`src/logic/playfield_pkg.sv`:
```
package playfield_pkg;

    localparam int board_w  = 10;
    localparam int board_h  = 24;
    localparam int cell_px  = 20;
    localparam int x_origin = 80;
    localparam int row_aw   = 5;
    localparam int px_w     = 10;

    localparam logic [1:0] dir_spawn = 2'd0;
    localparam logic [1:0] dir_down  = 2'd1;
    localparam logic [1:0] dir_left  = 2'd2;
    localparam logic [1:0] dir_right = 2'd3;

    localparam int req_clear = 0; // highest priority
    localparam int req_lock  = 1;
    localparam int req_check = 2;
    localparam int n_req     = 3;

    // board column of a pixel x, negative left of the board
    function automatic logic signed [7:0] col_of(input logic [px_w-1:0] x);
        return 8'(($signed({1'b0, x}) - x_origin) / cell_px);
    endfunction

    function automatic logic [6:0] row_of(input logic [px_w-1:0] y);
        return 7'(y / cell_px);
    endfunction

    // places a four-cell shape row at column col of a board row
    function automatic logic [board_w-1:0] align_row(input logic [3:0] cells,
                                                     input logic signed [7:0] col);
        logic [board_w+5:0] wide;
        wide = (board_w + 6)'(cells) << (col + 8'sd3);
        return wide[board_w+2:3];
    endfunction

endpackage

```
`src/logic/board_bus_if.sv`:
```
`timescale 1ns/1ps

interface board_bus_if;

    logic                             req;
    logic                             we;
    logic [playfield_pkg::row_aw-1:0] addr;
    logic [playfield_pkg::board_w-1:0] wdata;
    logic                             gnt;
    logic [playfield_pkg::board_w-1:0] rdata; // valid the cycle after a read gnt

    modport requester
    (
        output req, we, addr, wdata,
        input  gnt, rdata
    );

    modport store
    (
        input  req, we, addr, wdata,
        output gnt, rdata
    );

endinterface

```
`src/logic/board_store.sv`:
```
`timescale 1ns/1ps

module board_store
(
    input  logic       clk,
    input  logic       arst_n,
    board_bus_if.store bus [playfield_pkg::n_req]
);

    logic [playfield_pkg::board_w-1:0] rows [playfield_pkg::board_h];
    logic [playfield_pkg::n_req-1:0]   req;
    logic [playfield_pkg::n_req-1:0]   gnt;
    logic [playfield_pkg::n_req-1:0]   we;
    logic [playfield_pkg::row_aw-1:0]  addr [playfield_pkg::n_req];
    logic [playfield_pkg::board_w-1:0] wdata [playfield_pkg::n_req];
    logic [playfield_pkg::board_w-1:0] rdata_q;

    for (genvar i = 0; i < playfield_pkg::n_req; i++)
    begin : g_port
        assign req[i]       = bus[i].req;
        assign we[i]        = bus[i].we;
        assign addr[i]      = bus[i].addr;
        assign wdata[i]     = bus[i].wdata;
        assign bus[i].gnt   = gnt[i];
        assign bus[i].rdata = rdata_q;
    end

    assign gnt = req & (~req + 1'b1); // lowest asking index wins

    always_ff @(posedge clk or negedge arst_n)
    begin
        if (!arst_n)
        begin
            rows <= '{default: '0};
        end
        else
        begin
            for (int i = 0; i < playfield_pkg::n_req; i++)
            begin
                if (gnt[i] && we[i])
                    rows[addr[i]] <= wdata[i];
            end
        end
    end

    always_ff @(posedge clk)
    begin
        for (int i = 0; i < playfield_pkg::n_req; i++)
        begin
            if (gnt[i] && !we[i])
                rdata_q <= rows[addr[i]];
        end
    end

    // a granted requester leaves the bus free for the next cycle
    for (genvar i = 0; i < playfield_pkg::n_req; i++)
    begin : g_drop
        assert property (@(posedge clk) disable iff (!arst_n) gnt[i] |=> !req[i]);
    end

endmodule

```
`src/logic/line_clearer.sv`:
```
`timescale 1ns/1ps

module line_clearer
(
    input  logic           clk,
    input  logic           arst_n,
    input  logic           merge_done,
    output logic           clear_done,
    output logic [2:0]     lines_cleared,
    board_bus_if.requester bus
);

    enum logic [2:0] {st_idle, st_rd, st_chk, st_wr, st_adv, st_zero, st_zadv} state;

    logic [playfield_pkg::row_aw-1:0]  src;
    logic [playfield_pkg::row_aw-1:0]  dst;
    logic [playfield_pkg::board_w-1:0] row_q;

    assign bus.req   = (state == st_rd) || (state == st_wr) || (state == st_zero);
    assign bus.we    = (state == st_wr) || (state == st_zero);
    assign bus.addr  = (state == st_rd) ? src : dst;
    assign bus.wdata = (state == st_wr) ? row_q : '0;

    always_ff @(posedge clk)
    begin
        if (state == st_chk)
            row_q <= bus.rdata;
    end

    always_ff @(posedge clk or negedge arst_n)
    begin
        if (!arst_n)
        begin
            state         <= st_idle;
            src           <= '0;
            dst           <= '0;
            lines_cleared <= '0;
            clear_done    <= 1'b0;
        end
        else
        begin
            clear_done <= 1'b0;
            case (state)
                st_idle:
                    if (merge_done)
                    begin
                        src           <= playfield_pkg::row_aw'(playfield_pkg::board_h - 1);
                        dst           <= playfield_pkg::row_aw'(playfield_pkg::board_h - 1);
                        lines_cleared <= '0;
                        state         <= st_rd;
                    end
                st_rd:
                    if (bus.gnt)
                        state <= st_chk;
                st_chk:
                    if (&bus.rdata)
                    begin
                        lines_cleared <= lines_cleared + 3'd1; // full row is dropped
                        state         <= st_adv;
                    end
                    else if (lines_cleared == 3'd0)
                    begin
                        dst   <= dst - 1'b1; // nothing removed below, row stays put
                        state <= st_adv;
                    end
                    else
                        state <= st_wr;
                st_wr:
                    if (bus.gnt)
                    begin
                        dst   <= dst - 1'b1;
                        state <= st_adv;
                    end
                st_adv:
                    if (src == '0)
                    begin
                        if (lines_cleared == 3'd0)
                        begin
                            clear_done <= 1'b1;
                            state      <= st_idle;
                        end
                        else
                            state <= st_zero; // rows dst down to 0 are stale
                    end
                    else
                    begin
                        src   <= src - 1'b1;
                        state <= st_rd;
                    end
                st_zero:
                    if (bus.gnt)
                        state <= st_zadv;
                st_zadv:
                    if (dst == '0)
                    begin
                        clear_done <= 1'b1;
                        state      <= st_idle;
                    end
                    else
                    begin
                        dst   <= dst - 1'b1;
                        state <= st_zero;
                    end
                default:
                    state <= st_idle;
            endcase
        end
    end

endmodule

```
`src/logic/move_checker.sv`:
```
`timescale 1ns/1ps

module move_checker
(
    input  logic                           clk,
    input  logic                           arst_n,
    input  logic                           check,
    input  logic [1:0]                     dir,
    input  logic [playfield_pkg::px_w-1:0] piece_x,
    input  logic [playfield_pkg::px_w-1:0] piece_y,
    input  logic [15:0]                    shape,
    output logic                           check_done,
    output logic                           move_ok,
    board_bus_if.requester                 bus
);

    enum logic [1:0] {st_idle, st_eval, st_req, st_wait} state;

    logic [15:0]       shape_q;
    logic signed [7:0] col_q;
    logic [6:0]        row_q;
    logic [1:0]        r_idx;
    logic [3:0]        cells;
    logic              in_bounds;
    logic              hit;
    logic              check_seen;

    assign cells = shape_q[4*r_idx +: 4];
    assign hit   = |(bus.rdata & playfield_pkg::align_row(cells, col_q));

    always_comb
    begin
        in_bounds = 1'b1;
        for (int r = 0; r < 4; r++)
        begin
            for (int c = 0; c < 4; c++)
            begin
                if (shape_q[4*r+c] && (col_q + c < 0 || col_q + c >= playfield_pkg::board_w
                                       || row_q + r >= playfield_pkg::board_h))
                    in_bounds = 1'b0;
            end
        end
    end

    assign bus.req   = (state == st_req) && (cells != 4'd0);
    assign bus.we    = 1'b0;
    assign bus.addr  = playfield_pkg::row_aw'(row_q + 7'(r_idx));
    assign bus.wdata = '0;

    always_ff @(posedge clk)
    begin
        if (state == st_idle && check)
        begin
            shape_q <= shape;
            col_q   <= playfield_pkg::col_of(piece_x);
            row_q   <= playfield_pkg::row_of(piece_y);
            case (dir)
                playfield_pkg::dir_spawn: ; // checked where it stands
                playfield_pkg::dir_down:  row_q <= playfield_pkg::row_of(piece_y) + 7'd1;
                playfield_pkg::dir_left:  col_q <= playfield_pkg::col_of(piece_x) - 8'sd1;
                playfield_pkg::dir_right: col_q <= playfield_pkg::col_of(piece_x) + 8'sd1;
            endcase
        end
    end

    always_ff @(posedge clk or negedge arst_n)
    begin
        if (!arst_n)
        begin
            state      <= st_idle;
            r_idx      <= '0;
            check_done <= 1'b0;
            move_ok    <= 1'b0;
        end
        else
        begin
            check_done <= 1'b0;
            case (state)
                st_idle:
                    if (check)
                    begin
                        r_idx <= '0;
                        state <= st_eval;
                    end
                st_eval:
                    if (!in_bounds)
                    begin
                        move_ok    <= 1'b0; // wall or floor, no board access needed
                        check_done <= 1'b1;
                        state      <= st_idle;
                    end
                    else
                        state <= st_req;
                st_req:
                    if (cells == 4'd0)
                    begin
                        if (r_idx == 2'd3)
                        begin
                            move_ok    <= 1'b1;
                            check_done <= 1'b1;
                            state      <= st_idle;
                        end
                        r_idx <= r_idx + 2'd1;
                    end
                    else if (bus.gnt)
                        state <= st_wait;
                st_wait:
                    if (hit || r_idx == 2'd3)
                    begin
                        move_ok    <= !hit;
                        check_done <= 1'b1;
                        state      <= st_idle;
                    end
                    else
                    begin
                        r_idx <= r_idx + 2'd1;
                        state <= st_req;
                    end
            endcase
        end
    end

    always_ff @(posedge clk or negedge arst_n)
    begin
        if (!arst_n)
            check_seen <= 1'b0;
        else if (check)
            check_seen <= 1'b1;
        else if (check_done)
            check_seen <= 1'b0;
    end

    assert property (@(posedge clk) disable iff (!arst_n) check_done |-> check_seen);

endmodule

```
`src/logic/piece_locker.sv`:
```
`timescale 1ns/1ps

module piece_locker
(
    input  logic                           clk,
    input  logic                           arst_n,
    input  logic                           lock,
    input  logic [playfield_pkg::px_w-1:0] piece_x,
    input  logic [playfield_pkg::px_w-1:0] piece_y,
    input  logic [15:0]                    shape,
    input  logic                           clear_done,
    output logic                           merge_done,
    output logic                           busy,
    board_bus_if.requester                 bus
);

    enum logic [2:0] {st_idle, st_rd, st_mrg, st_wr, st_adv, st_hold} state;

    logic [15:0]                       shape_q;
    logic signed [7:0]                 col_q;
    logic [6:0]                        row_q;
    logic [1:0]                        r_idx;
    logic [3:0]                        cells;
    logic [playfield_pkg::board_w-1:0] merged_q;

    assign cells = shape_q[4*r_idx +: 4];
    assign busy  = (state != st_idle); // held until the clearer reports back

    assign bus.req   = (state == st_rd && cells != 4'd0) || (state == st_wr);
    assign bus.we    = (state == st_wr);
    assign bus.addr  = playfield_pkg::row_aw'(row_q + 7'(r_idx));
    assign bus.wdata = merged_q;

    always_ff @(posedge clk)
    begin
        if (state == st_idle && lock)
        begin
            shape_q <= shape;
            col_q   <= playfield_pkg::col_of(piece_x);
            row_q   <= playfield_pkg::row_of(piece_y);
        end
        if (state == st_mrg)
            merged_q <= bus.rdata | playfield_pkg::align_row(cells, col_q);
    end

    always_ff @(posedge clk or negedge arst_n)
    begin
        if (!arst_n)
        begin
            state      <= st_idle;
            r_idx      <= '0;
            merge_done <= 1'b0;
        end
        else
        begin
            merge_done <= 1'b0;
            case (state)
                st_idle:
                    if (lock)
                    begin
                        r_idx <= '0;
                        state <= st_rd;
                    end
                st_rd:
                    if (cells == 4'd0)
                        state <= st_adv;
                    else if (bus.gnt)
                        state <= st_mrg;
                st_mrg:
                    state <= st_wr;
                st_wr:
                    if (bus.gnt)
                        state <= st_adv; // gives the bus a free cycle
                st_adv:
                    if (r_idx == 2'd3)
                    begin
                        merge_done <= 1'b1;
                        state      <= st_hold;
                    end
                    else
                    begin
                        r_idx <= r_idx + 2'd1;
                        state <= st_rd;
                    end
                st_hold:
                    if (clear_done)
                        state <= st_idle;
                default:
                    state <= st_idle;
            endcase
        end
    end

    assert property (@(posedge clk) disable iff (!arst_n)
        bus.gnt && bus.we |-> bus.addr < playfield_pkg::board_h);

endmodule

```
`src/logic/playfield_top.sv`:
```
`timescale 1ns/1ps

module playfield_top
(
    input  logic                           clk,
    input  logic                           arst_n,
    input  logic                           check,
    input  logic                           lock,
    input  logic [1:0]                     dir,
    input  logic [playfield_pkg::px_w-1:0] piece_x,
    input  logic [playfield_pkg::px_w-1:0] piece_y,
    input  logic [15:0]                    shape,
    output logic                           check_done,
    output logic                           move_ok,
    output logic                           lock_done,
    output logic [2:0]                     lines_cleared,
    output logic                           busy
);

    logic merge_done;

    board_bus_if u_bus [playfield_pkg::n_req] ();

    board_store u_board_store
    (
        .clk    (clk),
        .arst_n (arst_n),
        .bus    (u_bus)
    );

    move_checker u_move_checker
    (
        .clk        (clk),
        .arst_n     (arst_n),
        .check      (check),
        .dir        (dir),
        .piece_x    (piece_x),
        .piece_y    (piece_y),
        .shape      (shape),
        .check_done (check_done),
        .move_ok    (move_ok),
        .bus        (u_bus[playfield_pkg::req_check])
    );

    piece_locker u_piece_locker
    (
        .clk        (clk),
        .arst_n     (arst_n),
        .lock       (lock),
        .piece_x    (piece_x),
        .piece_y    (piece_y),
        .shape      (shape),
        .clear_done (lock_done),
        .merge_done (merge_done),
        .busy       (busy),
        .bus        (u_bus[playfield_pkg::req_lock])
    );

    line_clearer u_line_clearer
    (
        .clk           (clk),
        .arst_n        (arst_n),
        .merge_done    (merge_done),
        .clear_done    (lock_done), // end of the clear pass ends the lock
        .lines_cleared (lines_cleared),
        .bus           (u_bus[playfield_pkg::req_clear])
    );

endmodule

```
`config.mk`:
```
export PLATFORM = sky130hd
export DESIGN_NAME = playfield_top
export DESIGN_NICKNAME = d
export VERILOG_FILES = /design/src/logic/playfield_pkg.sv /design/src/logic/board_bus_if.sv /design/src/logic/board_store.sv /design/src/logic/line_clearer.sv /design/src/logic/move_checker.sv /design/src/logic/piece_locker.sv /design/src/logic/playfield_top.sv
export SDC_FILE = /design/constraint.sdc
export NUM_CORES = 1
export LEC_CHECK = 0
export BUFFER_PORTS_ARGS = -buffer_cell sky130_fd_sc_hd__buf_2
export CAP_MARGIN = 20
export CORE_ASPECT_RATIO = 1.1
export CORE_MARGIN = 1.5
export CORE_UTILIZATION = 30
export DETAILED_ROUTE_END_ITERATION = 16
export SLEW_MARGIN = 20
export SYNTH_ARGS = -nofsm -noshare
export SYNTH_HDL_FRONTEND = slang
export SYNTH_SLANG_ARGS = --single-unit
```
`constraint.sdc`:
```
create_clock -name clk -period 3.4 [get_ports clk]
set_input_delay 0.68 -clock clk [delete_from_list [all_inputs] [get_ports clk]]
set_output_delay 0.68 -clock clk [all_outputs]
set_load 0.01 [all_outputs]
```
; ---- Word-level counts from Yosys, hierarchy flattened
; Cells that the tools add are included.
[totals]
regBits = 359
in_bits = 42
word_cells = 317
[op_classes]
bitwise_logic = 7
mux = 98
shifts = 4
add_sub_neg = 20
n_lt_le_gt_ge = 17
eq_ne = 41
div_mod_pow = 2
reduce_logical = 83
[op_table]
columns = op, n
row1 = $bwmux W240, 2
row2 = $mux W240, 2
row3 = $ge A32 B5 Y1 const B, 6
row4 = $bmux W10 S5, 3
row5 = $mux W10, 12
row6 = $demux W10 S5, 2
row7 = $lt A32 B1 Y1 const B, 3
row8 = $mux W3, 17
row9 = $mux W5, 7
row10 = $ne A2 B2 Y1 const B, 17
row11 = $div A10 B5 Y32 const B, 1
row12 = $div A32 B6 Y32 const B, 1
row13 = $shiftx A16 B5 Y4, 2
row14 = $mux W1, 29
row15 = $logic_and A1 B1 Y1, 26
row16 = $shl A4 B8 Y13, 2
row17 = $logic_or A1 B1 Y1, 25
row18 = $mux W2, 11
row19 = $pmux W3 S7, 1
row20 = $pmux W5 S4, 1
row21 = $add A8 B3 Y9 const B, 2
row22 = $ge A6 B6 Y1 const B, 3
row23 = $not A5 Y6, 3
row24 = $pmux W3 S6, 1
row25 = 50 further kinds, 93

; ---- Longest topological paths before layout
[logic_depth]
word_depth = 22
mapped_depth = 25
ltp_nobuf = 22

; ---- By module
; From an unflattened synthesis, not the netlist that was laid out.
[hier_totals]
hier_cells = 3213
area_unflattened_um2 = 31290.0
[by_module_without_submodules]
columns = mod, cells_per_inst, area_per_inst_um2, seq_area_each_um2, n_inst
row1 = board_store, 1997, 20756.2, 6306.0, 1
row2 = move_checker, 581, 4769.6, 1081.0, 1
row3 = piece_locker, 481, 4222.8, 1321.3, 1
row4 = line_clearer, 154, 1541.5, 725.7, 1

; ---- Least setup slack after synthesis
; OpenSTA, ideal clock, no wires.
[synth_path]
path_kind = input to register
startpoint = input piece_x[4] (netlist bit)
endpoint = register u_move_checker.col_q[7], data pin
path_buffers = 3
path_slack_ps = -1805
t_required_ps = 3142
stages = 24
arrival_ps = 4947
path_cell_list = inv_1 ha_1 buf_2 nor2b_1 nor2_1 o21a_1 a211oi_1 a211oi_1 o2111a_1 buf_2 a2111oi_0 a21oi_1 and2_1 buf_6 ha_1 nor2_1 a21oi_1 ha_1 or3_1 o21ai_0 a31oi_1 a41o_1 o211a_1 xnor2_1
[synth_via]
elab_chain_cells = 4
word_cells_on_any_way = 5
[synth_rtl]
columns = element, line_no
row1 = from (decl), playfield_top.sv:10  ; input logic [playfield_pkg::px_w-1:0] piece_x,
row2 = $sub A10 B7 Y11 (*), playfield_pkg.sv:22  ; return 8'(($signed({1'b0, x}) - x_origin) / cell_px);
row3 = $div A32 B6 Y32 (*), playfield_pkg.sv:22
row4 = $add A8 B2 Y8 / $sub A8 B2 Y8 (equally long branches), "move_checker.sv:61, move_checker.sv:60"
row5 = $pmux W8 S2 (*), move_checker.sv:57  ; case (dir)
row6 = to (signal assigned), move_checker.sv:55  ; col_q <= playfield_pkg::col_of(piece_x);
row7 = to (signal assigned), move_checker.sv:60  ; playfield_pkg::dir_left: col_q <= playfield_pkg::col_of(piece_x) - 8'sd1;
row8 = to (signal assigned), move_checker.sv:61  ; playfield_pkg::dir_right: col_q <= playfield_pkg::col_of(piece_x) + 8'sd1;
row9 = to (decl), move_checker.sv:20  ; logic signed [7:0] col_q;
; Mark *: on every way between the ends. The rest lies on a longest branch, timed or not.
; A chain may end at the register's enable or synchronous reset.

; ---- Worst setup path in the final report
[layout_path]
startpoint = input piece_x[1] (netlist bit)
endpoint = register u_move_checker.col_q[5], data pin
; Same word-level chain as after synthesis.

==> results.py <==
metrics = {
    "outcome": {
        "outcome": "finished, violations left",
        "violations": "setup timing",
    },
    "timing": {
        "hold_viol": 0,
        "rsz0062_at_grt": "true",
        "setup-violations-final": 15,
        "finClkSkew_ps": 37.9,
        "slew_headroom": 0.174,
        "drv_slew": 0,
        "fmax_ghz": 0.233,
        "min_period_over_period": 1.26,
        "fin_ws_ps": -887,
        "finalSetupTns_ps": -8350,
        "worst_pin_slew_ps": 1240,
        "period_needed_ps": 4290,
        "whs_ps": 101,
    },
    "yosys": {
        "synth.avg_cell_area_um2": 10.2,
        "async_reset_ff_frac": 0.749,
        "ys_seq_elements": 359,
        "yosysWarnings": 0,
        "ys_seq_area_frac": 0.370,
        "syn-cell-area_um2": 25500,
        "yosys-top-cells-area": "dfrtp_1 26%, mux4_2 18%, edfxtp_1 11%, mux2i_1 10%, a21oi_1 4.5%",
        "yosys.area.top_type_share": 0.264,
        "postSynthNetCount": 2564,
        "synth_edf_count": 90,
        "synth_top_area_cell": "dfrtp_1",
        "syn_inst": 2488,
        "synth_ff_type": "dfrtp_1",
        "yosysUniqueCellTypes": 102,
    },
    "route": {
        "drc_errors": 0,
        "antenna_left": 0,
        "routedWlPerCell_um": 22.0,
        "via_count": 21600,
        "first_pass_iters": 6,
        "viasPerCell": 5.54,
        "wirelength_um": 85700,
        "drt_iter0_drc": 2065,
    },
    "critical_path": {
        "cp_common_cell": "nand3_2",
        "cp-start-kind": "primary input",
        "endpoint_kind": "flop",
        "timing.rr.start": "u_piece_locker.row_q[0]$_DFFE_PP_",
        "cp-startpoint": "piece_x[1]",
        "crit_required_ps": 3690,
        "path_max_fanout": 6,
        "arrival_ps": 4580,
        "reg2reg_slack_ps": 0,
        "crit_chain": "buf_2 -> buf_4 -> nor4_2 -> buf_4 -> nand4_1 -> nand3_2 -> nand3_2 -> a221oi_2 -> o2111a_2 -> nand3_2 -> o311a_1 -> and2_4 -> ha_4 -> nor2_2 -> a21oi_2 -> ha_1 -> or3_1 -> o21ai_2 -> a31oi_4 -> a21o_1 -> a21oi_2 -> xor2_1 -> a21oi_1",
        "cpPeakStageDelay_ps": 380,
        "crit_type": "primary input to flop",
        "crit_slowest_cell": "o2111a_2",
    },
    "floorplan": {
        "initial_utilization": 0.304,
        "die_area_um2": 86700,
        "rows": 111,
        "num_io_pins": 49,
        "fp.dieH_um": 309,
        "die_x_um": 281,
        "core-area_um2": 83700,
    },
    "global_routing": {
        "overflow": 0,
        "grt_pass1_wl_um": 131000,
        "antenna_found_initial": 0,
        "grt_max_degree": 75,
        "grt_pass1_vias": 20900,
        "grtUsageTotal": 0.195,
    },
    "place": {
        "hpwl_um": 59100,
        "io_buffers": 48,
        "gp_congestion": 0.980,
        "dp_slack_ps": -1650,
    },
    "power": {
        "power.total_mw": 24.2,
        "p_clk_frac": 0.187,
        "net-switching-power_mw": 9.77,
        "p_per_area_nw_per_um2": 759,
        "swShare": 0.403,
        "power_frac_comb": 0.495,
        "internal_power_mw": 14.5,
        "seqPwrFrac": 0.318,
        "p_leak_nw": 12.1,
        "ir_worst_vdd_mv": 0.479,
    },
    "cts": {
        "cts_buffer_depth": 3,
        "clock_latency_ps": 590,
        "clkSlewWorstSetupHoldPaths_ps": 60,
        "cts_root_buf": "clkbuf_16",
        "cts_sinks": 359,
        "htreeDepth": 2,
        "ctsHoldBuffers": 0,
        "cts_buffers": 43,
        "cts_tree": "done",
    },
    "final_layout": {
        "final_nets": 2811,
        "postLayoutCoreUtil": 0.382,
        "drive_gt1_frac": 0.315,
        "antennaDiodeCount": 0,
        "syn2layout_area_growth_pct": 25.4,
    },
    "run": {
        "cap_violations": 0,
    },
    "min_path": {
        "min_path_type": "primary input to async pin",
    },
}
[flip-flops by register name, indices dropped and copies added (netlist names)]
register and count:
u_line_clearer.dst 5, u_move_checker.row_q 7, u_move_checker.check_done 1, u_piece_locker.col_q 8
u_line_clearer.row_q 10, u_piece_locker.state 3, u_move_checker.r_idx 2, u_move_checker.shape_q 16
u_move_checker.move_ok 1, u_line_clearer.src 5, u_board_store.rows 240, u_piece_locker.shape_q 16
u_move_checker.state 2, u_move_checker.col_q 8, u_line_clearer.state 3, u_line_clearer.clear_done 1
u_piece_locker.row_q 5, u_board_store.bus.rdata 10, u_piece_locker.r_idx 2, u_piece_locker.merge_done 1
u_line_clearer.lines_cleared 3, u_piece_locker.bus.wdata 10
[cells in the final DEF, fill, tap and decap left out, types with 11 or more instances in the layout]
| cell type | instances |
|---|---|
| xnor2_1 | 23 |
| nor2b_1 | 20 |
| mux2_2 | 17 |
| nand2_1 | 239 |
| nand3_1 | 28 |
| clkbuf_16 | 45 |
| dfrtp_1 | 269 |
| a21oi_2 | 15 |
| mux2i_1 | 261 |
| edfxtp_1 | 90 |
| buf_6 | 23 |
| a21o_1 | 17 |
| and2_1 | 13 |
| a22oi_1 | 35 |
| nand4_1 | 16 |
| buf_2 | 39 |
| nor2_1 | 254 |
| a31oi_1 | 16 |
| buf_4 | 312 |
| clkbuf_1 | 12 |
| o21ai_0 | 144 |
| a21oi_1 | 210 |
| inv_1 | 39 |
| mux4_2 | 198 |
| nor3_1 | 24 |
| ha_1 | 23 |
| xor2_1 | 13 |
| nor3_2 | 11 |
| nand2b_1 | 15 |
| buf_12 | 24 |
[cells in the mapped netlist, types with 9 or more instances]
| master | count |
|---|---|
| dfrtp_1 | 269 |
| nor2_1 | 266 |
| mux2i_1 | 264 |
| nand2_1 | 243 |
| a21oi_1 | 229 |
| mux4_2 | 198 |
| clkbuf_1 | 177 |
| o21ai_0 | 153 |
| edfxtp_1 | 90 |
| inv_1 | 46 |
| a22oi_1 | 40 |
| nor3_1 | 35 |
| nand3_1 | 32 |
| ha_1 | 31 |
| xnor2_1 | 30 |
| nor2b_1 | 22 |
| a31oi_1 | 21 |
| mux2_2 | 19 |
| xor2_1 | 18 |
| a21o_1 | 17 |
| and2_1 | 17 |
| nand2b_1 | 17 |
| nand4_1 | 16 |
| nor4_1 | 14 |
| buf_1 | 13 |
| buf_2 | 13 |
| a211oi_1 | 12 |
| and2_0 | 10 |
| a41oi_1 | 9 |
| nor3b_1 | 9 |
| or2_2 | 9 |
| or3_1 | 9 |
[stage by stage]
step / cells / instance area [µm²]
after CTS: 3880 / 31500
final: 3898 / 32000
after detailed placement: 3783 / 29500
after global routing: 3898 / 32000
after floorplan: 2488 / 25900
after global placement: 3783 / 29500
[final cells by class]
class | count | area (µm²)
fillers | 8155 | 51800
multi-input cells | 1874 | 16000
clock inverters | 14 | 109
flip-flops and latches | 359 | 9430
inverters | 49 | 204
well taps | 1130 | 1410
clock buffers | 64 | 1260
repair buffers | 408 | 3490
[worst max-delay path: cells and delay by family]
kind,cells,cell delay [ps]
buffers and inverters,3,410
and+or+nand+nor,8,1290
adders and majority gates,2,500
xor gates and xnor gates,1,160
AOI/OAI and AO/OA,9,1550
[logic make-up after synthesis]
kind of cell,after synthesis,share of synthesized area
AO/OA/AOI/OAI,579,0.139
XOR/XNOR,48,0.0165
adder cells (fa/ha/maj),37,0.0189
buffers and inverters,255,0.0388
flip-flops,359,0.370
multiplexers,483,0.288
AND/OR/NAND/NOR,727,0.128
[final timing paths]
kind                                                                to  cells past startpoint
max                                  u_move_checker.col_q[5]$_DFFE_PP_                     23
min                                   u_board_store.rows[38]$_DFF_PN0_                      1
max reg2reg                    u_board_store.bus[0].rdata[2]$_DFFE_PP_                     11
min reg2reg                u_line_clearer.lines_cleared[1]$_DFFE_PN0P_                      2
max in group asynchronous            u_board_store.rows[162]$_DFF_PN0_                      2
min in group clk                   u_piece_locker.shape_q[5]$_DFFE_PP_                      1
[power groups by stage]
stage	clock, mW	combinational (mW)	sequential, mW
finish	4.53	12.0	7.71
CTS	4.62	11.5	7.65
floorplan	0	7.45	6.97
global placement	0	11.2	7.65
detailed placement	0	11.3	7.70
global route	4.77	12.7	7.87
[layer usage]
layer  track usage  share of wire  up-vias
li1              -              -     9802
met3        0.0350          0.078      153
met2         0.304           0.46      972
met5             0              0        -
met1         0.266           0.42    10700
met4        0.0866          0.045        0
[what timing repair did]
action                                  4_1_cts  5_1_grt
setup buffers                                19       16
resized for setup                            92       51
endpoints found under the setup margin       20       29
cloned                                        2        1
pin swaps                                    48       44
Note: power is estimated with default switching activity, not from simulation.
